### config.mk
export PLATFORM = sky130hd
export DESIGN_NAME = icache_refill_counter
export DESIGN_NICKNAME = d
export VERILOG_FILES = /design/src/source/icache_pkg.sv /design/src/source/icache_refill_counter.sv
export VERILOG_INCLUDE_DIRS = /design/src /design/src/source
export SDC_FILE = /design/constraint.sdc
export NUM_CORES = 1
export LEC_CHECK = 0
export BUFFER_PORTS_ARGS = -buffer_cell sky130_fd_sc_hd__buf_2
export CAP_MARGIN = 20
export CORE_AREA = 5 5 42 44
export DETAILED_ROUTE_END_ITERATION = 10
export DIE_AREA = 0 0 47 49
export PLACE_DENSITY_LB_ADDON = 0.2
export REMOVE_ABC_BUFFERS = 1
export SLEW_MARGIN = 20
export SYNTH_ARGS = -nofsm -noshare
export SYNTH_HDL_FRONTEND = slang
export SYNTH_SLANG_ARGS = --single-unit
### constraint.sdc
create_clock -name clk -period 2.25 [get_ports clk]
set_input_delay 0.1125 -clock clk [delete_from_list [all_inputs] [get_ports clk]]
set_output_delay 0.1125 -clock clk [all_outputs]
set_load 0.03 [all_outputs]
### src/source/icache_settings.svh
// Instruction cache geometry and the address fields that select bank, set and tag
`ifndef ICACHE_SETTINGS_SVH
`define ICACHE_SETTINGS_SVH

// ====================
// Cache geometry
// ====================

// Each of the two banks is set associative with this many ways
`define ICACHE_WAYS 4

// Sets per bank, so each bank holds ICACHE_SETS times ICACHE_WAYS lines
`define ICACHE_SETS 16

// A line is eight 32-bit words, 32 bytes
`define ICACHE_LINE_WORDS 8

// ====================
// Address fields
// ====================

// Set index bits, shared by both banks
`define ICACHE_INDEX_LO 6
`define ICACHE_INDEX_HI 9
// Bit 5 picks the bank, clear means the even bank
`define ICACHE_BANK_BIT 5
// Everything from here up to bit 31 is the tag
`define ICACHE_TAG_LO 10

`endif

### src/source/icache_pkg.sv
// Shared types of the instruction cache: widths, port structs and the refill states
`include "icache_settings.svh"

package icache_pkg;

	// Widths that carry a meaning
	typedef logic [31:0] addr_t;
	typedef logic [31:0] word_t;
	typedef logic [31-`ICACHE_TAG_LO:0] tag_t;
	typedef logic [`ICACHE_INDEX_HI-`ICACHE_INDEX_LO:0] set_index_t;
	typedef logic [$clog2(`ICACHE_WAYS)-1:0] way_t;
	typedef logic [$clog2(`ICACHE_LINE_WORDS)-1:0] beat_t;
	typedef logic [32*`ICACHE_LINE_WORDS-1:0] line_t;
	// Two consecutive lines, the line holding ip sits in the low half
	typedef logic [64*`ICACHE_LINE_WORDS-1:0] window_t;

	// ====================
	// Port structs
	// ====================

	typedef struct packed {
		logic valid;
		addr_t ip;
	} fetch_req_t;

	typedef struct packed {
		logic valid;
		logic hit;
		addr_t ip;
		window_t window;
	} fetch_rsp_t;

	typedef struct packed {
		logic psel;
		logic penable;
		addr_t paddr;
		logic pwrite;
	} apb_req_t;

	typedef struct packed {
		word_t prdata;
		logic pready;
		logic pslverr;
	} apb_rsp_t;

	// One refill word on its way into a bank, commit marks the last beat of the line
	typedef struct packed {
		logic we_even;
		logic we_odd;
		set_index_t index;
		way_t way;
		beat_t beat;
		word_t word;
		tag_t tag;
		logic commit;
	} bank_wr_t;

	// Lines missing from a lookup, given as aligned line addresses
	typedef struct packed {
		logic valid;
		logic need_even;
		logic need_odd;
		addr_t even_addr;
		addr_t odd_addr;
	} miss_t;

	typedef enum logic [2:0] {
		st_idle,
		st_setup,
		st_access,
		st_commit,
		st_error
	} refill_state_t;

endpackage

### src/source/icache_refill_counter.sv
// Refill beat counter and round-robin victim way counters of the two banks
`timescale 1ns/10ps
`include "icache_settings.svh"

module icache_refill_counter import icache_pkg::*; (
	input logic clk,
	input logic reset,
	input logic beat_clear,
	input logic beat_step,
	output beat_t beat,
	output logic last_beat,
	input logic victim_step_even,
	input logic victim_step_odd,
	output way_t victim_even,
	output way_t victim_odd
);

	// ====================
	// Beat count
	// ====================

	// last_beat is kept as its own flop so the FSM sees it without a compare
	always_ff @(posedge clk) begin
		if (reset || beat_clear) begin
			beat <= '0;
			last_beat <= 1'b0;
		end else if (beat_step) begin
			beat <= beat + 1'b1;
			last_beat <= beat == beat_t'(`ICACHE_LINE_WORDS - 2);
		end
	end

	// ====================
	// Victim ways
	// ====================

	// Each bank replaces its ways in turn, wrapping from the last way to way 0
	// invalidate_all leaves these alone
	always_ff @(posedge clk) begin
		if (reset) begin
			victim_even <= '0;
			victim_odd <= '0;
		end else begin
			if (victim_step_even) begin
				victim_even <= victim_even + 1'b1;
			end
			if (victim_step_odd) begin
				victim_odd <= victim_odd + 1'b1;
			end
		end
	end

endmodule

==> After elaboration in Yosys (flattened, before gate mapping) <==
Cells that the tools add are included.
{ "word_totals": {"n_memories": 0, "regBits": 8, "output_inout_bits": 8, "latch_bits": 0, "rom_bits": 0, "ramBits": 0, "word_cells": 9} }
{ "classes": {"n_eq_ne": 1, "reduce_logical": 1, "shift": 0, "n_div": 0, "magnitude_cmp": 0, "add_sub_neg": 3, "n_bitwise": 0, "n_mux": 0, "mul": 0} }
{ "op_table": {"columns": ["operator", "count"], "rows": [
  ["$add 2x1->2 const B", 2],
  ["$add 3x1->3 const B", 1],
  ["$eq 3x3->1 const B", 1],
  ["$logic_or 1x1->1", 1]
]} }

==> Logic depth before layout (Yosys ltp) <==
Gate-level depths: netlist of run 1.
{ "depth": {"depth_word": 1, "ltp_mapped": 4, "mapped_depth_nobuf": 4} }

==> Worst setup path after synthesis of run 1 <==
Ideal clock, no wire load.
{ "synth_timing": {"path_type": "register -> register", "startpoint": "register beat[0]", "endpoint": "register beat[1]", "setup_ns": 0.079, "slack_ns": 1.070, "synth_period_minus_slack_ns": 1.180, "path_stages_with_launch": 4, "required_time_ns": 2.171, "t_arrival_ns": 1.101, "path_buffers": 0, "path_cell_list": "dfxtp_1 -> inv_1 -> ha_1 -> a211oi_2"} }
{ "synth_between": {"elab_chain_cells": 1} }
{ "synth_lines": {"columns": ["element", "line_no", "rtl"], "rows": [
  ["start: declaration", "icache_refill_counter.sv:10", "output beat_t beat,"],
  ["start signal: assignment", "icache_refill_counter.sv:28", "beat <= beat + 1'b1;"],
  ["$add 3x1->3", "icache_refill_counter.sv:28", null]
]} }
No other way between the ends.
A chain may end at the register's enable or synchronous reset.

==> Worst setup path after layout of run 1 <==
Ends and elaborated chain as after synthesis.

==> results.ini, run 1 <==
[worst_hold_path]
hp-class=input port to flip-flop
min_delay_worst_endpoint=victim_even[0]
hold_start=reset
hold_depth=2

[worst_setup_path]
startpoint_type=flip-flop
worstPathRequired_ns=2.42
crit_arrival_ns=1.17
worstSetupEndpointType=flip-flop
worstRegToRegCells=3
crit-reg2reg-launch=beat[0]
cp_max_fo=4
timing.rr.end=beat[1]
rrSetupSlack_ns=1.25
criticalPathCategory=flip-flop to flip-flop

[routing]
drc=0
drt_iter0_drc=2
wire_per_inst_um=9.05
wl_um=579
via_per_inst=4.09
drtAntennaViolNets=0
first_pass_iters=3
vias=262

[place]
gp_congestion=0.655
portBuffers=13
dp.cells=61
dp_slack_ns=1.25
placed_area_um2=420

[sta]
setup_ws_ns=1.25
rsz0062_at_grt=false
report.final.hold_viol_count=0
slew_violations=0
timing.final.crit_period_ns=1.00
tightest_slew_ns=0.150
slew_headroom_pct=90.0
layout_worst_path_cycle_share_pct=44.5
finClkSkew_ns=0.00119
fmax_mhz=999
setup_viol=0
tns_ns=0

[synth]
ys_seq_area_share_pct=47.1
yosys_warnings=0
synth_area_um2=340
avgSynthCellArea_um2=10.3
ys_types=13
yosys_register_bits=8
postSynthCellCount=33

[die]
die_x_um=47
core_area_um2=1400
design.die.area_um2=2300
rows=14
io_pins=14
start_util_pct=24.3
die_h_um=49

[power]
p_int_w=0.000233
switchingPower_w=0.0000834
ir_worst_vdd_v=0.000335
power_frac_comb_pct=16.6
p_leak_nw=0.198
pwr-share-seq_pct=49.7
report.power.total_w=0.000316
pwr_density_cell_nw_per_um2=713
swShare_pct=26.4
p_clk_share_pct=33.7

[finish]
final_nets=58
drive_above_1_share_pct=43.8
synthToLayoutAreaGrowth_pct=30.1
final_cells=64
fin_area_um2=443
antenna_cells=0

[global_route]
grt_pass1_vias=224
grt_pass1_wl_um=924
grtUsageTotal_pct=6.14
antenna_found_initial=0
grt_overflow_total=0
grt_start_max_net_pins=8

[cts]
cts_tree=built
cts_buffer_depth=2
cts_hold_buf=0
clock-sinks=8
clk_latency_ns=0.25
cts_setup_buffers=0
cts_buffers=3
htreeDepth=1
cts_resized=0
clk_pin_slew_ns=0.05
cts_root_buf=clkbuf_4

[job]
max_cap_viol_count=0

[run_status]
status=finished, final reports clean

[metal layers]
| layer | routed length (µm) | track usage, % |
|---|---|---|
| met1 | 318 | 9.53 |
| met2 | 175 | 4.52 |
| met3 | 85 | 3.32 |
| met4 | 0 | 6.91 |
| met5 | 0 | 0 |
[how the worst max path moves through the flow]
| stage | start | endpoint | slack (ns) | cells past startpoint |
|---|---|---|---|---|
| final | beat[0] | beat[1] | 1.25 | 3 |
| after global routing | beat[0] | beat[1] | 1.17 | 3 |
| after CTS | beat[0] | beat[1] | 1.24 | 3 |
| after detailed placement | beat[0] | beat[1] | 1.25 | 3 |
| after global placement | beat[0] | beat[1] | 1.27 | 3 |
| after floorplan | beat[0] | beat[1] | 1.07 | 3 |
[area by class of cell]
class / instances / area (µm²)
Tap cell: 16 / 20.0
Inverter: 1 / 3.75
Multi-Input combinational cell: 23 / 171
Sequential cell: 8 / 160
Timing Repair Buffer: 13 / 65.1
Fill cell: 153 / 958
Clock buffer: 3 / 22.5
[critical path: stages (launching register included)]
cell and delay, ns:
dfxtp_1 0.37, inv_1 0.06, ha_1 0.30, a211oi_2 0.20
[stage by stage]
step                      hold slack [ns]  util (%)
final                              0.0801      31.6
after global placement              0.343      30.0
after global routing               0.0817      31.6
after detailed placement            0.350      30.0
after CTS                          0.0750      31.6
after floorplan                     0.182         -
[cell usage after synthesis]
library cell / count / area [µm²]
a211oi_2: 1 / 12.5
nor2_1: 4 / 15.0
nand2b_1: 1 / 6.26
inv_1: 1 / 3.75
nand3b_1: 3 / 22.5
xnor2_1: 3 / 26.3
dfxtp_1: 8 / 160
or2_4: 1 / 8.76
ha_1: 2 / 25.0
a21oi_1: 4 / 20.0
clkbuf_2: 1 / 5.00
a21bo_2: 3 / 30.0
nand3_1: 1 / 5.00
[state kept, by name, summed over array words and instances, names as in the netlist]
| register | count |
|---|---|
| beat | 3 |
| victim_even | 2 |
| victim_odd | 2 |
| last_beat | 1 |
[kinds of logic (layout without fill, tap and decap cells)]
kind of cell,after synthesis,after routing,synth area share [%]
AO/OA/AOI/OAI,8,8,18.4
flip-flops,8,8,47.1
adder cells (fa/ha/maj),2,2,7.35
XOR/XNOR,3,3,7.72
AND/OR/NAND/NOR,10,10,16.9
buffers and inverters,2,17,2.57
[layout by cell type, fill, tap and decap left out]
| cell | instances |
|---|---|
| ha_1 | 2 |
| a211oi_2 | 1 |
| xnor2_1 | 3 |
| a21bo_2 | 3 |
| buf_2 | 13 |
| dfxtp_1 | 8 |
| nand2b_1 | 1 |
| or2_4 | 1 |
| nand3b_1 | 3 |
| inv_1 | 1 |
| a21oi_1 | 4 |
| nand3_1 | 1 |
| clkbuf_4 | 3 |
| nor2_1 | 4 |
[power groups by stage]
stage | registers, W | clock network (W) | logic, W
2_1_floorplan | 0.000176 | 0 | 0.0000191
3_3_place_gp | 0.000160 | 0 | 0.0000532
6_report | 0.000157 | 0.000106 | 0.0000524
5_1_grt | 0.000158 | 0.000122 | 0.0000565
3_5_place_dp | 0.000160 | 0 | 0.0000532
4_1_cts | 0.000157 | 0.000114 | 0.0000532
Note: power is estimated with default switching activity, not from simulation.
==> run 2, diff against run 1 <==
ABC_AREA = 1   (was not set)
clock period = 0.9 ns   (was 2.25 ns; I/O delays follow)
==> results.ini, run 2 <==
[run_status]
status=finished, final reports clean

[finish]
largest_register_ff_count=3  ; unchanged
top_regs=beat x3, victim_even x2, victim_odd x2
regMostFlops=beat
final_nets=74  ; +28%
final_cells=80  ; +25%
synthToLayoutAreaGrowth_pct=43.8
final_cell_mix=nor2_1 (11), nand2_1 (11), buf_2 (8), dfxtp_1 (5), buf_4 (5)
drive_above_1_share_pct=39.1  ; -4.7 points
antenna_cells=0  ; unchanged

[cts]
clk_latency_ns=0.25  ; about the same
clk_pin_slew_ns=0.06  ; about the same
cts_buffers=3  ; unchanged
cts_hold_buf=0  ; unchanged
cts_root_buf=clkbuf_4
cts_setup_buffers=0  ; unchanged
cts_tree=built
cts_buffer_depth=2  ; unchanged
htreeDepth=1  ; unchanged
clock-sinks=8  ; unchanged

[synth]
yosys_warnings=0  ; unchanged
synth_most_common_cell=nand2_1
ys_seq_area_share_pct=46.7  ; -0.34 points
ys_top_cells_by_count=nand2_1 (12), nor2_1 (11), dfxtp_1 (8)
synth_top_flop_cell=dfxtp_1
ys_types=10  ; -3
synth_area_um2=343  ; +0.74%
yosys.area.top_type=dfxtp_1
avgSynthCellArea_um2=7.29  ; -29%
synth.top_cells.by_area=dfxtp_1 (47%), nand2_1 (13%), nor2_1 (12%), ha_1 (7.3%), a21oi_1 (5.8%)
synth_edf_count=0  ; unchanged
postSynthCellCount=47  ; +42%
yosys_register_bits=8  ; unchanged
yosys.area.top_type_share_pct=46.7  ; -0.34 points
synthArstFlopShare_pct=0  ; unchanged

[routing]
drtAntennaViolNets=0  ; unchanged
drc=0  ; unchanged
wire_per_inst_um=9.06  ; +0.17%
first_pass_iters=2  ; -1
via_per_inst=4.18  ; +2.0%
vias=334  ; +27%
wl_um=725  ; +25%
drt_iter0_drc=3  ; +1

[sta]
tns_ns=0  ; unchanged
slew_headroom_pct=89.6  ; -0.41 points
tightest_slew_ns=0.158  ; +0.00739 ns
setup_ws_ns=0.0104  ; -1.24 ns
finClkSkew_ns=0.00592  ; +0.00473 ns
report.final.hold_viol_count=0  ; unchanged
timing.final.crit_period_ns=0.890
setup_viol=0  ; unchanged
slew_violations=0  ; unchanged
layout_worst_path_cycle_share_pct=98.8
fmax_mhz=1120
rsz0062_at_grt=true

[worst_hold_path]
hp-class=input port to flip-flop

[place]
portBuffers=13  ; unchanged
dp_slack_ns=-0.0323  ; -1.28 ns
post-dp-hpwl_um=575
dp.cells=77  ; +26%
gp_congestion=0.699  ; +6.8%

[worst_setup_path]
cp_slowest_cell=dfxtp_2
worstSetupEndpointType=primary output
slowest_delay_ns=0.33  ; -0.04 ns
crit_arrival_ns=0.84  ; -0.33 ns
cp_max_fo=3  ; -1
path_cells=buf_4, buf_6
worstPathRequired_ns=0.85  ; -1.57 ns
criticalPathCategory=flip-flop to primary output
startpoint_type=flip-flop

[global_route]
grt_start_max_net_pins=7  ; -1
grt_overflow_total=0  ; unchanged
grtUsageTotal_pct=6.70  ; +0.56 points
grt_pass1_wl_mm=1.12  ; +22%
grt_pass1_vias=279  ; +25%
antenna_found_initial=0  ; unchanged

[power]
p_leak_nw=0.248  ; +26%
ir_worst_vdd_v=0.000688  ; +110%
pwr_density_cell_nw_per_um2=1620  ; +130%

[die]
die_h_um=49  ; unchanged
start_util_pct=24.5  ; +0.18 points
rows=14  ; unchanged
core_area_um2=1400  ; unchanged
io_pins=14  ; unchanged
design.die.area_um2=2300  ; unchanged
die_x_um=47  ; unchanged

[job]
max_cap_viol_count=0  ; unchanged

## run 2: timing repair
item                                    4_1_cts  5_1_grt
endpoints found under the setup margin        5        8
gates resized for setup                       6        8
pin swaps                                     3        3
## run 2: area by class of cell
cell class                 instances  area [µm²]
fill                             161         908
multi-input combinational         34         179
sequential                         8         164
timing repair buffer              14        88.8
clock buffer                       3        22.5
tap                               16        20.0
inverter                           5        18.8
## run 2: layer usage
layer  track usage (%)  vias up  wire length (µm)
met3              4.06        0               101
met2              8.60       12               320
met1              8.85      141               303
li1                  -      181                 -
met5                 0        -                 0
met4              2.76        0                 0
## run 2: critical path, delay by kind of cell (launching register included)
family | cells | cell delay, ns
buffers and inverters | 2 | 0.27
flip-flops | 1 | 0.33
## run 2: kinds of logic (layout without fill, tap and decap cells)
family                     after synthesis  count (layout)  synth area share (%)
and+or+nand+nor                         27              27                  33.2
adders and majority gates                2               2                  7.30
AOI/OAI and AO/OA                        5               5                  7.30
buffers and inverters                    5              22                  5.48
DFF                                      8               8                  46.7
## run 2: worst paths after layout
path | endpoint | startpoint | cells after the start | slack (ns)
worst min register to register | victim_even[1] | victim_even[1] | 2 | 0.50
worst max register to register | beat[1] | beat[0] | 5 | 0.01
worst max-delay path | beat[0] | beat[0] | 2 | 0.01
worst min-delay path | beat[0] | beat_clear | 4 | 0.05
## run 2: through the flow
step                      power, W  util (%)  cell area, µm²  hold WS, ns
after global routing      0.000848      35.2             493       0.0535
after detailed placement  0.000520      31.1             435        0.325
after global placement    0.000519      31.1             435        0.320
final                     0.000796      35.2             493       0.0542
after CTS                 0.000800      33.6             470       0.0524
after floorplan           0.000471         -             343        0.178
## run 2: power by group
part / internal (W) / switching (W) / leakage (nW)
clock: 0.000152 / 0.000116 / 0.0138
combinational: 0.0000535 / 0.0000829 / 0.168
sequential: 0.000375 / 0.0000167 / 0.0668
total: 0.000580 / 0.000216 / 0.248
