===== config.mk =====
export PLATFORM = sky130hd
export DESIGN_NAME = icache_lookup
export DESIGN_NICKNAME = d
export VERILOG_FILES = /design/src/source/icache_pkg.sv /design/src/source/icache_lookup.sv
export VERILOG_INCLUDE_DIRS = /design/src /design/src/source
export SDC_FILE = /design/constraint.sdc
export NUM_CORES = 1
export LEC_CHECK = 0
export ABC_AREA = 1
export BUFFER_PORTS_ARGS = -buffer_cell sky130_fd_sc_hd__buf_2
export CORE_AREA = 2 2 478 480
export CTS_CLUSTER_SIZE = 25
export DETAILED_ROUTE_END_ITERATION = 10
export DIE_AREA = 0 0 480 482
export GPL_TIMING_DRIVEN = 0
export PLACE_DENSITY = 0.3
export RECOVER_POWER = 25
export SLEW_MARGIN = 30
export SYNTH_ARGS = -nofsm -noshare
export SYNTH_HDL_FRONTEND = slang
export SYNTH_SLANG_ARGS = --single-unit

===== constraint.sdc =====
create_clock -name clk -period 1.28 [get_ports clk]
set_clock_uncertainty 0.05 [all_clocks]
set_input_delay 0.128 -clock clk [delete_from_list [all_inputs] [get_ports clk]]
set_output_delay 0.128 -clock clk [all_outputs]
set_load 0.005 [all_outputs]

===== src/source/icache_settings.svh =====
// Instruction cache geometry and the address fields that select bank, set and tag
`ifndef ICACHE_SETTINGS_SVH
`define ICACHE_SETTINGS_SVH

// ====================
// Cache geometry
// ====================

// Each of the two banks is set associative with this many ways
`define ICACHE_WAYS 4

// Sets per bank, so each bank holds ICACHE_SETS times ICACHE_WAYS lines
`define ICACHE_SETS 16

// A line is eight 32-bit words, 32 bytes
`define ICACHE_LINE_WORDS 8

// ====================
// Address fields
// ====================

// Set index bits, shared by both banks
`define ICACHE_INDEX_LO 6
`define ICACHE_INDEX_HI 9
// Bit 5 picks the bank, clear means the even bank
`define ICACHE_BANK_BIT 5
// Everything from here up to bit 31 is the tag
`define ICACHE_TAG_LO 10

`endif


===== src/source/icache_pkg.sv =====
// Shared types of the instruction cache: widths, port structs and the refill states
`include "icache_settings.svh"

package icache_pkg;

	// Widths that carry a meaning
	typedef logic [31:0] addr_t;
	typedef logic [31:0] word_t;
	typedef logic [31-`ICACHE_TAG_LO:0] tag_t;
	typedef logic [`ICACHE_INDEX_HI-`ICACHE_INDEX_LO:0] set_index_t;
	typedef logic [$clog2(`ICACHE_WAYS)-1:0] way_t;
	typedef logic [$clog2(`ICACHE_LINE_WORDS)-1:0] beat_t;
	typedef logic [32*`ICACHE_LINE_WORDS-1:0] line_t;
	// Two consecutive lines, the line holding ip sits in the low half
	typedef logic [64*`ICACHE_LINE_WORDS-1:0] window_t;

	// ====================
	// Port structs
	// ====================

	typedef struct packed {
		logic valid;
		addr_t ip;
	} fetch_req_t;

	typedef struct packed {
		logic valid;
		logic hit;
		addr_t ip;
		window_t window;
	} fetch_rsp_t;

	typedef struct packed {
		logic psel;
		logic penable;
		addr_t paddr;
		logic pwrite;
	} apb_req_t;

	typedef struct packed {
		word_t prdata;
		logic pready;
		logic pslverr;
	} apb_rsp_t;

	// One refill word on its way into a bank, commit marks the last beat of the line
	typedef struct packed {
		logic we_even;
		logic we_odd;
		set_index_t index;
		way_t way;
		beat_t beat;
		word_t word;
		tag_t tag;
		logic commit;
	} bank_wr_t;

	// Lines missing from a lookup, given as aligned line addresses
	typedef struct packed {
		logic valid;
		logic need_even;
		logic need_odd;
		addr_t even_addr;
		addr_t odd_addr;
	} miss_t;

	typedef enum logic [2:0] {
		st_idle,
		st_setup,
		st_access,
		st_commit,
		st_error
	} refill_state_t;

endpackage


===== src/source/icache_lookup.sv =====
// Two-stage lookup pipeline that maps a fetch onto both banks and builds the window
`timescale 1ns/10ps
`include "icache_settings.svh"

module icache_lookup import icache_pkg::*; (
	input logic clk,
	input logic reset,
	input fetch_req_t fetch_req,
	input logic fetch_ready,
	output fetch_rsp_t fetch_rsp,
	output miss_t miss,
	output set_index_t even_index,
	output set_index_t odd_index,
	output tag_t even_tag,
	output tag_t odd_tag,
	input logic even_hit,
	input logic odd_hit,
	output way_t even_way,
	output way_t odd_way,
	input way_t even_hit_way,
	input way_t odd_hit_way,
	input line_t even_line,
	input line_t odd_line
);

	// Address bits from the set index upward name a pair of lines
	logic [31-`ICACHE_INDEX_LO:0] req_pair;
	logic [31-`ICACHE_INDEX_LO:0] req_even_pair;
	logic [31-`ICACHE_INDEX_LO:0] s2_even_pair;

	logic accept;

	logic s1_valid;
	addr_t s1_ip;

	logic s2_valid;
	addr_t s2_ip;
	logic s2_even_hit;
	logic s2_odd_hit;
	line_t s2_even_line;
	line_t s2_odd_line;
	logic s2_hit;

	always_comb accept = fetch_req.valid && fetch_ready;

	// ====================
	// Bank mapping
	// ====================

	// The odd line always shares the pair of ip
	// When ip is in an odd line the next line is even and sits in the following pair
	// so its index is one higher and the tag carries on a wrap
	always_comb begin
		req_pair = fetch_req.ip[31:`ICACHE_INDEX_LO];
		req_even_pair = req_pair + fetch_req.ip[`ICACHE_BANK_BIT];
		odd_index = req_pair[`ICACHE_INDEX_HI-`ICACHE_INDEX_LO:0];
		odd_tag = req_pair[31-`ICACHE_INDEX_LO:`ICACHE_TAG_LO-`ICACHE_INDEX_LO];
		even_index = req_even_pair[`ICACHE_INDEX_HI-`ICACHE_INDEX_LO:0];
		even_tag = req_even_pair[31-`ICACHE_INDEX_LO:`ICACHE_TAG_LO-`ICACHE_INDEX_LO];
	end

	// Data banks read the way the tag compare found in stage 1
	// A missing line reads some way, which the hit flag then marks as unusable
	always_comb begin
		even_way = even_hit_way;
		odd_way = odd_hit_way;
	end

	// ====================
	// Stage 1
	// ====================

	always_ff @(posedge clk) begin
		if (reset) begin
			s1_valid <= 1'b0;
		end else begin
			s1_valid <= accept;
		end
	end

	always_ff @(posedge clk) begin
		s1_ip <= fetch_req.ip;
	end

	// ====================
	// Stage 2
	// ====================

	always_ff @(posedge clk) begin
		if (reset) begin
			s2_valid <= 1'b0;
		end else begin
			s2_valid <= s1_valid;
		end
	end

	// Both lines are kept in bank order, the window order is settled afterwards
	always_ff @(posedge clk) begin
		s2_ip <= s1_ip;
		s2_even_hit <= even_hit;
		s2_odd_hit <= odd_hit;
		s2_even_line <= even_line;
		s2_odd_line <= odd_line;
	end

	// A window only hits when both of its lines were present
	always_comb s2_hit = s2_even_hit && s2_odd_hit;

	always_comb begin
		fetch_rsp.valid = s2_valid;
		fetch_rsp.hit = s2_hit;
		fetch_rsp.ip = s2_ip;
		// The line holding ip goes low, the next line high
		if (s2_ip[`ICACHE_BANK_BIT]) begin
			fetch_rsp.window = {s2_even_line, s2_odd_line};
		end else begin
			fetch_rsp.window = {s2_odd_line, s2_even_line};
		end
	end

	// Line addresses for the refill, rebuilt from the stage-2 ip
	always_comb begin
		s2_even_pair = s2_ip[31:`ICACHE_INDEX_LO] + s2_ip[`ICACHE_BANK_BIT];
		miss.valid = s2_valid && !s2_hit;
		miss.need_even = !s2_even_hit;
		miss.need_odd = !s2_odd_hit;
		miss.even_addr = {s2_even_pair, 1'b0, {`ICACHE_BANK_BIT{1'b0}}};
		miss.odd_addr = {s2_ip[31:`ICACHE_INDEX_LO], 1'b1, {`ICACHE_BANK_BIT{1'b0}}};
	end

endmodule


After elaboration in Yosys (flattened, before gate mapping)
Cells that the tools add are included.
{"block": "word_totals", "regBits": 580, "input_bits": 554, "out_inout_bits": 669}
{"block": "op_classes", "n_addsub": 2, "n_reduce_logical": 6, "mux": 1}
{"cell": "512-bit 2-to-1 mux", "count": 1}
{"cell": "26-bit by 1-bit adder with 26-bit output", "count": 2}
{"cell": "1-bit logical AND", "count": 3}
{"cell": "1-bit logical NOT", "count": 3}

Depth between registers and ports, before layout
Gate-level depths: netlist (run 1).
{"block": "depth", "depth_word": 3, "ltp_mapped": 9}

Worst setup path before layout (run 1)
Ideal clock, no wire load.
{"block": "synth_timing", "kind": "reg-to-output", "start": "register s2_ip[6]", "end": "output miss[54] in the netlist's numbering", "setup_slack_ns": -0.221, "required_ns": 1.102, "n_path_buf": 0, "stages_incl_launch_ff": 8, "arrival_time_ns": 1.323, "path_cell_list": "dfxtp_1 ha_1 ha_1 nand2_1 nor2_2 nand2_2 nor2_4 xor2_1"}
{"item": "from (decl)", "line": "icache_lookup.sv:37", "text": "addr_t s2_ip;"}
{"item": "from (signal assigned)", "line": "icache_lookup.sv:99", "text": "s2_ip <= s1_ip;"}
{"item": "to (decl)", "line": "icache_lookup.sv:11", "text": "output miss_t miss,"}

==> results of run 1 <==
## path summary, 6_finish.rpt
check                        endpoint
max                    fetch_rsp[436]
min          s2_odd_line[125]$_DFF_P_
max reg2reg       s2_valid$_SDFF_PP0_
min reg2reg         s2_ip[28]$_DFF_P_
## power by group
group / internal [mW] / total (mW) / switching [mW] / leakage, nW
registers: 19.1 / 19.8 / 0.786 / 4.89
clock network: 14.3 / 24.0 / 9.76 / 1.35
logic: 5.88 / 11.3 / 5.43 / 15.2
total: 39.2 / 55.2 / 16.0 / 21.5
## per-stage QoR
step / std cells / instance area (µm²) / setup TNS, ns / setup slack [ns] / hold slack, ns
2_1_floorplan: 2326 / 19570 / -0.6412 / -0.1264 / 0.1057
3_3_place_gp: 6541 / 29370 / -646.84 / -1.860 / 0.1807
3_5_place_dp: 6541 / 29370 / -643.44 / -1.867 / 0.1816
4_1_cts: 7630 / 44120 / -663.33 / -1.294 / 0.000002554
5_1_grt: 7712 / 47770 / -675.17 / -1.314 / 0.01007
6_report: 7738 / 47840 / -584.57 / -1.162 / 0.08218
## layer usage
metal / GRT usage (%) / part of all wire (%) / wire, µm
met3: 5.674 / 9.2 / 16490
met1: 17.47 / 42 / 75600
met5: 0 / 0.22 / 397
met2: 22.35 / 45 / 80540
met4: 4.065 / 3.1 / 5578
## area by class of cell
cell class                      count  area share [%]
Timing Repair Buffer             2222           36.80
Antenna cell                       36          0.1883
Tap cell                         3009           7.870
Multi-Input combinational cell   1285           17.60
Buffer                            183           5.242
Sequential cell                   580           24.35
Clock buffer                      124           5.145
Clock inverter                     22          0.6277
Inverter                          277           2.179
## worst max-delay path, stage by stage, from the launching register on
cell     delay [ns]
dfxtp_4        0.39
buf_12         0.18
buf_16         0.17
buf_16         0.20
buf_12         0.16
buf_12         0.14
nor2_4         0.04
a21oi_2        0.11
buf_2          0.15
## registers in the layout (all words and copies together) (netlist names)
signal,flops
s2_odd_line,256
s2_even_line,256
s2_even_hit,1
s1_valid,1
s2_odd_hit,1
s2_ip,32
s2_valid,1
s1_ip,32
## placed cells by master (no fill, tap or decap), types with 3 or more instances in the layout
master	n
dfxtp_1	555
bufinv_16	5
dlygate4sd3_1	913
a21oi_1	119
nand2_2	41
buf_6	96
o21ai_1	39
o21ai_0	85
clkbuf_1	76
a21oi_2	103
nand3_1	13
o21ai_4	44
nor2_1	209
buf_16	20
nor2_4	86
clkbuf_16	128
conb_1	12
buf_2	1051
buf_4	125
buf_8	12
clkbuf_8	30
nand3b_1	13
a21oi_4	34
inv_6	3
nor2_2	22
nand2_1	310
dfxtp_2	23
o21ai_2	88
xnor2_1	12
xor2_1	15
inv_1	276
buf_12	75
clkinv_2	6
diode_2	36
clkinv_4	3
nand2_4	28
## synth_stat cells
library cell,n
dfxtp_1,580
nand2_1,373
nor2_1,305
inv_1,277
a21oi_1,256
o21ai_0,256
buf_2,86
buf_4,72
clkbuf_1,25
nand3_1,16
xor2_1,16
xnor2_1,14
nand3b_1,13
nor2_4,7
nand2_2,6
nor2_2,5
ha_1,4
and2_1,2
conb_1,2
buf_6,1
## repair_timing
item | in CTS | in global routing
gates cloned | 15 | 41
gates resized for setup | 679 | 750
hold buffers | 913 | 0
setup endpoints to repair | 623 | 625
hold endpoints to repair | 548 | 0
pin swaps | 53 | 102
setup buffers | 15 | 38
## cells by family after synthesis
family | Yosys count
compound gates | 512
flops | 580
buf+inv | 461
other cells | 2
fa+ha+maj | 4
simple gates | 727
xor+xnor | 30
==> results.yml, run 1 <==
synth:
  synth_top_area_share_pct: 59.57
  synth_area_mm2: 0.01949
  synth_cell_type_count: 20
  synth.yosys.warnings: 0
  yosys.area_share.xor_xnor_pct: 1.348
  syn_inst: 2316
  synth_simple_gate_area_share_pct: 14.79
  synth-compound-area-share_pct: 13.15
  ys_top_cells_by_area: "dfxtp_1 60%, nand2_1 7.2%, a21oi_1 6.6%"
  synth_top_area_cell: "dfxtp_1"
  yosysSeqAreaShare_pct: 59.57
  syn_avg_cell_area_um2: 8.416
  synthMuxAreaShare_pct: 0
  synth_adder_area_share_pct: 0.2568
  ys_seq_elements: 580
  synth_top_family_by_area: "simple AND/OR/NAND/NOR gates"
floorplan:
  core_mm2: 0.2264
  boundaryPins: 1223
  dieArea_mm2: 0.2314
  row_count: 175
  die_y_um: 482
  start_util_pct: 8.610
  die_width_um: 480
job:
  maxCapViolCount: 0
critical_path:
  r2r_start: "s1_valid$_SDFF_PP0_"
  crit_path_start_kind: "flop"
  worstSetupStartpoint: "s2_ip[5]$_DFF_P_"
  worstPathRequired_ns: 1.10
  endpoint_kind: "primary output"
  criticalPathCategory: "flop to primary output"
  arrival_ns: 2.26
  cp_max_fo: 6
  reg2regPathDepth: 2
  r2r_slack_ns: 0.77
cts:
  clock_path_buffers: 3
  cts_tree: "done"
  root_buffer: "clkbuf_16"
  clock_sinks: 580
  cts.clk_slew.worst_paths_ns: 0.06
  htree_levels: 3
  clkLatencyLatePin_ns: 0.68
  cts_buffers: 82
timing:
  fmax_ghz: 0.4095
  setup_viol: 620
  fin_ws_ns: -1.162
  slew_violations: 0
  hold_violations: 0
  rsz0062_at_grt: "yes"
  slew-limit-headroom_pct: 62.88
  post-route-period-util_pct: 190.8
  fin_crit_ns: 2.442
  tightest_slew_ns: 0.5568
min_path:
  min_path_type: "input port to flop"
  min_path_cells: 2
  hp-start: "odd_line[125]"
detailed_routing:
  drc: 0
  drtIter0Drc: 1197
  dr.pass1.iters: 5
  vias_per_cell: 3.299
  dr_total_vias: 25530
  routed_wl_um: 178600
  routedWlPerCell_um: 23.08
  ant_nets: 0
place:
  portBuffers: 1206
  routabilityCongestion: 0.8796
  dp_hpwl_um: 137800
finish:
  drive_gt1_share_pct: 43.51
  multi_input_area_mm2: 0.008421
  synthToLayoutAreaGrowth_pct: 145.4
  final-seq-area_mm2: 0.01165
  nFillCells: 25250
  final_nets: 5189
  post-route-util_pct: 21.13
grt:
  grt_max_degree: 12
  grt.total_usage_pct: 14.09
  grt_overflow: 0
  grt_pass1_vias: 25300
  grt_pass1_wl_um: 221800
  antenna_found_initial: 106
status:
  status: "finished, violations left"
  failed_checks: "setup timing"
power:
  power_density_mw_per_mm2: 1153
  ir_drop_mv: 0.8552
  total_power_mw: 55.18
  power.leakage_nw: 21.49
Power figures use the tool's default switching activity.
==> inputs of run 2 (changes only) <==
--- a/config.mk
+++ b/config.mk
@@ -6,12 +6,11 @@
 export SDC_FILE = /design/constraint.sdc
 export NUM_CORES = 1
 export LEC_CHECK = 0
-export ABC_AREA = 1
-export BUFFER_PORTS_ARGS = -buffer_cell sky130_fd_sc_hd__buf_2
-export CORE_AREA = 2 2 478 480
+export BUFFER_PORTS_ARGS = -buffer_cell sky130_fd_sc_hd__clkbuf_2
+export CORE_AREA = 2 2 474 476
 export CTS_CLUSTER_SIZE = 25
 export DETAILED_ROUTE_END_ITERATION = 10
-export DIE_AREA = 0 0 480 482
+export DIE_AREA = 0 0 476 478
 export GPL_TIMING_DRIVEN = 0
 export PLACE_DENSITY = 0.3
 export RECOVER_POWER = 25
==> run 2 against run 1 <==
The run still ends with setup timing left. Sequential power is essentially flat. Flip-flop and latch count is the same. Worst setup slack lost 0.18 ns. Critical endpoint is now fetch_rsp[507]. Largest cell class unchanged. Largest power group unchanged. Highest routed layer unchanged.
==> results.yml, run 2 <==
timing:
  rsz0062_at_grt: "yes"
  fmax_ghz: 0.3813
  slew-limit-headroom_pct: 55.88
  post-route-period-util_pct: 204.9
  fin_crit_ns: 2.622
  hold_violations: 0
  slew_violations: 0
  fin_ws_ns: -1.342
  setup_viol: 625
  tightest_slew_ns: 0.6593
finish:
  final_cell_mix: "1,050 x clkbuf_2, 933 x dlygate4sd3_1, 565 x dfxtp_1"
  final_nets: 4246
  final-seq-area_mm2: 0.01165
  final_area_mm2: 0.04512
  post-route-util_pct: 20.22
  reg.largest.list: "s2_even_line (256), s2_odd_line (256)"
  drive_gt1_share_pct: 54.75
  multi_input_area_mm2: 0.007769
  nFillCells: 24620
  final_common_cell: "clkbuf_2"
  synthToLayoutAreaGrowth_pct: 135.4
synth:
  ys_seq_elements: 580
  synth.yosys.warnings: 0
  synth_commonest_cells: "580 x dfxtp_1, 512 x mux2_2, 71 x buf_4"
  yosysMostFrequentCell: "dfxtp_1"
  syn_avg_cell_area_um2: 14.06
  ys_top_cells_by_area: "dfxtp_1 61%, mux2_2 30%, buf_4 2.8%"
  synth_top_area_cell: "dfxtp_1"
  synth_enable_flop_cells: 0
  ys.flop_type: "dfxtp_1"
  synth_area_mm2: 0.01917
  synth_top_area_share_pct: 60.57
  synth_cell_type_count: 25
  syn_inst: 1363
  yosysSeqAreaShare_pct: 60.57
  ys_async_sr_fraction_pct: 0
cts:
  clock_sinks: 580
  clock_path_buffers: 3
  root_buffer: "clkbuf_16"
  cts_buffers: 81
  cts.clk_slew.worst_paths_ns: 0.06
  cts_tree: "done"
  htree_levels: 3
  clkLatencyLatePin_ns: 0.70
critical_path:
  reg2regPathDepth: 1
  worstPathRequired_ns: 1.10
  crit_path_max_incr_delay_ns: 0.37
  cpMostUsedCell: "buf_12"
  criticalPathCategory: "flop to primary output"
  crit_path_start_kind: "flop"
  slowest_stage: "dfxtp_4"
  cp_max_fo: 5
  path_cells: "buf_12, buf_6, clkbuf_16, buf_12, buf_12, mux2_4, clkbuf_2"
  arrival_ns: 2.44
  endpoint_kind: "primary output"
place:
  placed_area_mm2: 0.02935
  dp_hpwl_um: 118600
  portBuffers: 1206
  routabilityCongestion: 0.8262
min_path:
  min_path_type: "input port to flop"
  min_path_cells: 2
floorplan:
  row_count: 174
  dieArea_mm2: 0.2275
  start_util_pct: 8.590
  die_y_um: 478
  die_width_um: 476
  boundaryPins: 1223
  core_mm2: 0.2232
power:
  ir_drop_mv: 0.8415
  power.leakage_nw: 20.21
  power_density_mw_per_mm2: 1199
  total_power_mw: 54.12
detailed_routing:
  dr.pass1.iters: 4
  routed_wl_um: 153400
  routedWlPerCell_um: 22.65
  drtIter0Drc: 541
  dr_total_vias: 20170
  drc: 0
  vias_per_cell: 2.979
  ant_nets: 0
status:
  status: "finished, violations left"
  failed_checks: "setup timing"
job:
  maxCapViolCount: 0
grt:
  grt_pass1_vias: 21420
  grt_overflow: 0
  grt.total_usage_pct: 12.65
  grt_max_degree: 13
  antenna_found_initial: 87
  grt_pass1_wl_um: 192600
## run 2: cell types whose count changed after synthesis, moves of 256 or more
cell     previous run  this run
nand2_1           373        17
mux2_2              0       512
a21oi_1           256         0
inv_1             277         3
nor2_1            305         6
o21ai_0           256         0
## run 2: worst paths after layout
kind / slack, ns / start / to
worst max-delay path: -1.34 / s2_ip[5]$_DFF_P_ / fetch_rsp[507]
worst max register to register: 0.73 / s1_valid$_SDFF_PP0_ / s2_valid$_SDFF_PP0_
worst min-delay path: 0.09 / odd_line[253] / s2_odd_line[253]$_DFF_P_
worst min register to register: 0.27 / s1_ip[11]$_DFF_P_ / s2_ip[11]$_DFF_P_
## run 2: timing repair
item | 4_1_cts | 5_1_grt
hold buffers | 933 | 0
setup buffers | 40 | 32
gates cloned | 25 | 9
resized for setup | 435 | 190
setup endpoints to repair | 624 | 624
pin swaps | 13 | 9
hold endpoints to repair | 548 | 0
## run 2: metal layers
layer / track usage (%) / wire, µm / vias to the layer above
li1: - / - / 9377
met1: 14.25 / 60110 / 9492
met2: 21.69 / 73010 / 1008
met3: 5.126 / 15380 / 246
met4: 3.735 / 4569 / 48
met5: 0 / 312 / -
## run 2: report_power, final
part | total [mW] | internal [mW] | switching (mW) | leakage [nW]
sequential | 19.8 | 19.0 | 0.718 | 4.90
combinational | 10.1 | 6.07 | 4.05 | 14.0
clock | 24.2 | 14.4 | 9.81 | 1.36
total | 54.1 | 39.5 | 14.6 | 20.2
## run 2: kinds of logic after synthesis
logic type | share of synthesized area (%)
xor+xnor | 2.193
mux | 30.08
simple gates | 2.546
other cells | 0.03918
buf+inv | 4.308
flops | 60.57
fa+ha+maj | 0.2611
## run 2: layout make-up
class,count,share of cell area [%]
diodes,29,0.1608
plain buffers,122,3.325
clock buffers,118,5.385
clock inverters,27,0.7959
inverters,3,0.02496
multi-input cells,660,17.22
flip-flops and latches,580,25.82
well taps,2992,8.297
repair buffers,2240,38.97
## run 2: metrics by stage
| step | setup TNS (ns) | worst slack, ns | cells | hold slack, ns |
|---|---|---|---|---|
| after floorplan | -50.24 | -0.3548 | 1373 | 0.1057 |
| after detailed placement | -505.04 | -1.319 | 5572 | 0.1819 |
| after global placement | -505.54 | -1.419 | 5571 | 0.1807 |
| after CTS | -766.96 | -1.506 | 6714 | 0.0004149 |
| final | -690.65 | -1.342 | 6771 | 0.08697 |
| after global routing | -780.03 | -1.486 | 6756 | 0.01712 |
## run 2: critical path: cells and delay by family, from the launching register on
| family | cells | cell delay, ns |
|---|---|---|
| buffers and inverters | 6 | 1.00 |
| flip-flops | 1 | 0.37 |
| multiplexers | 1 | 0.34 |
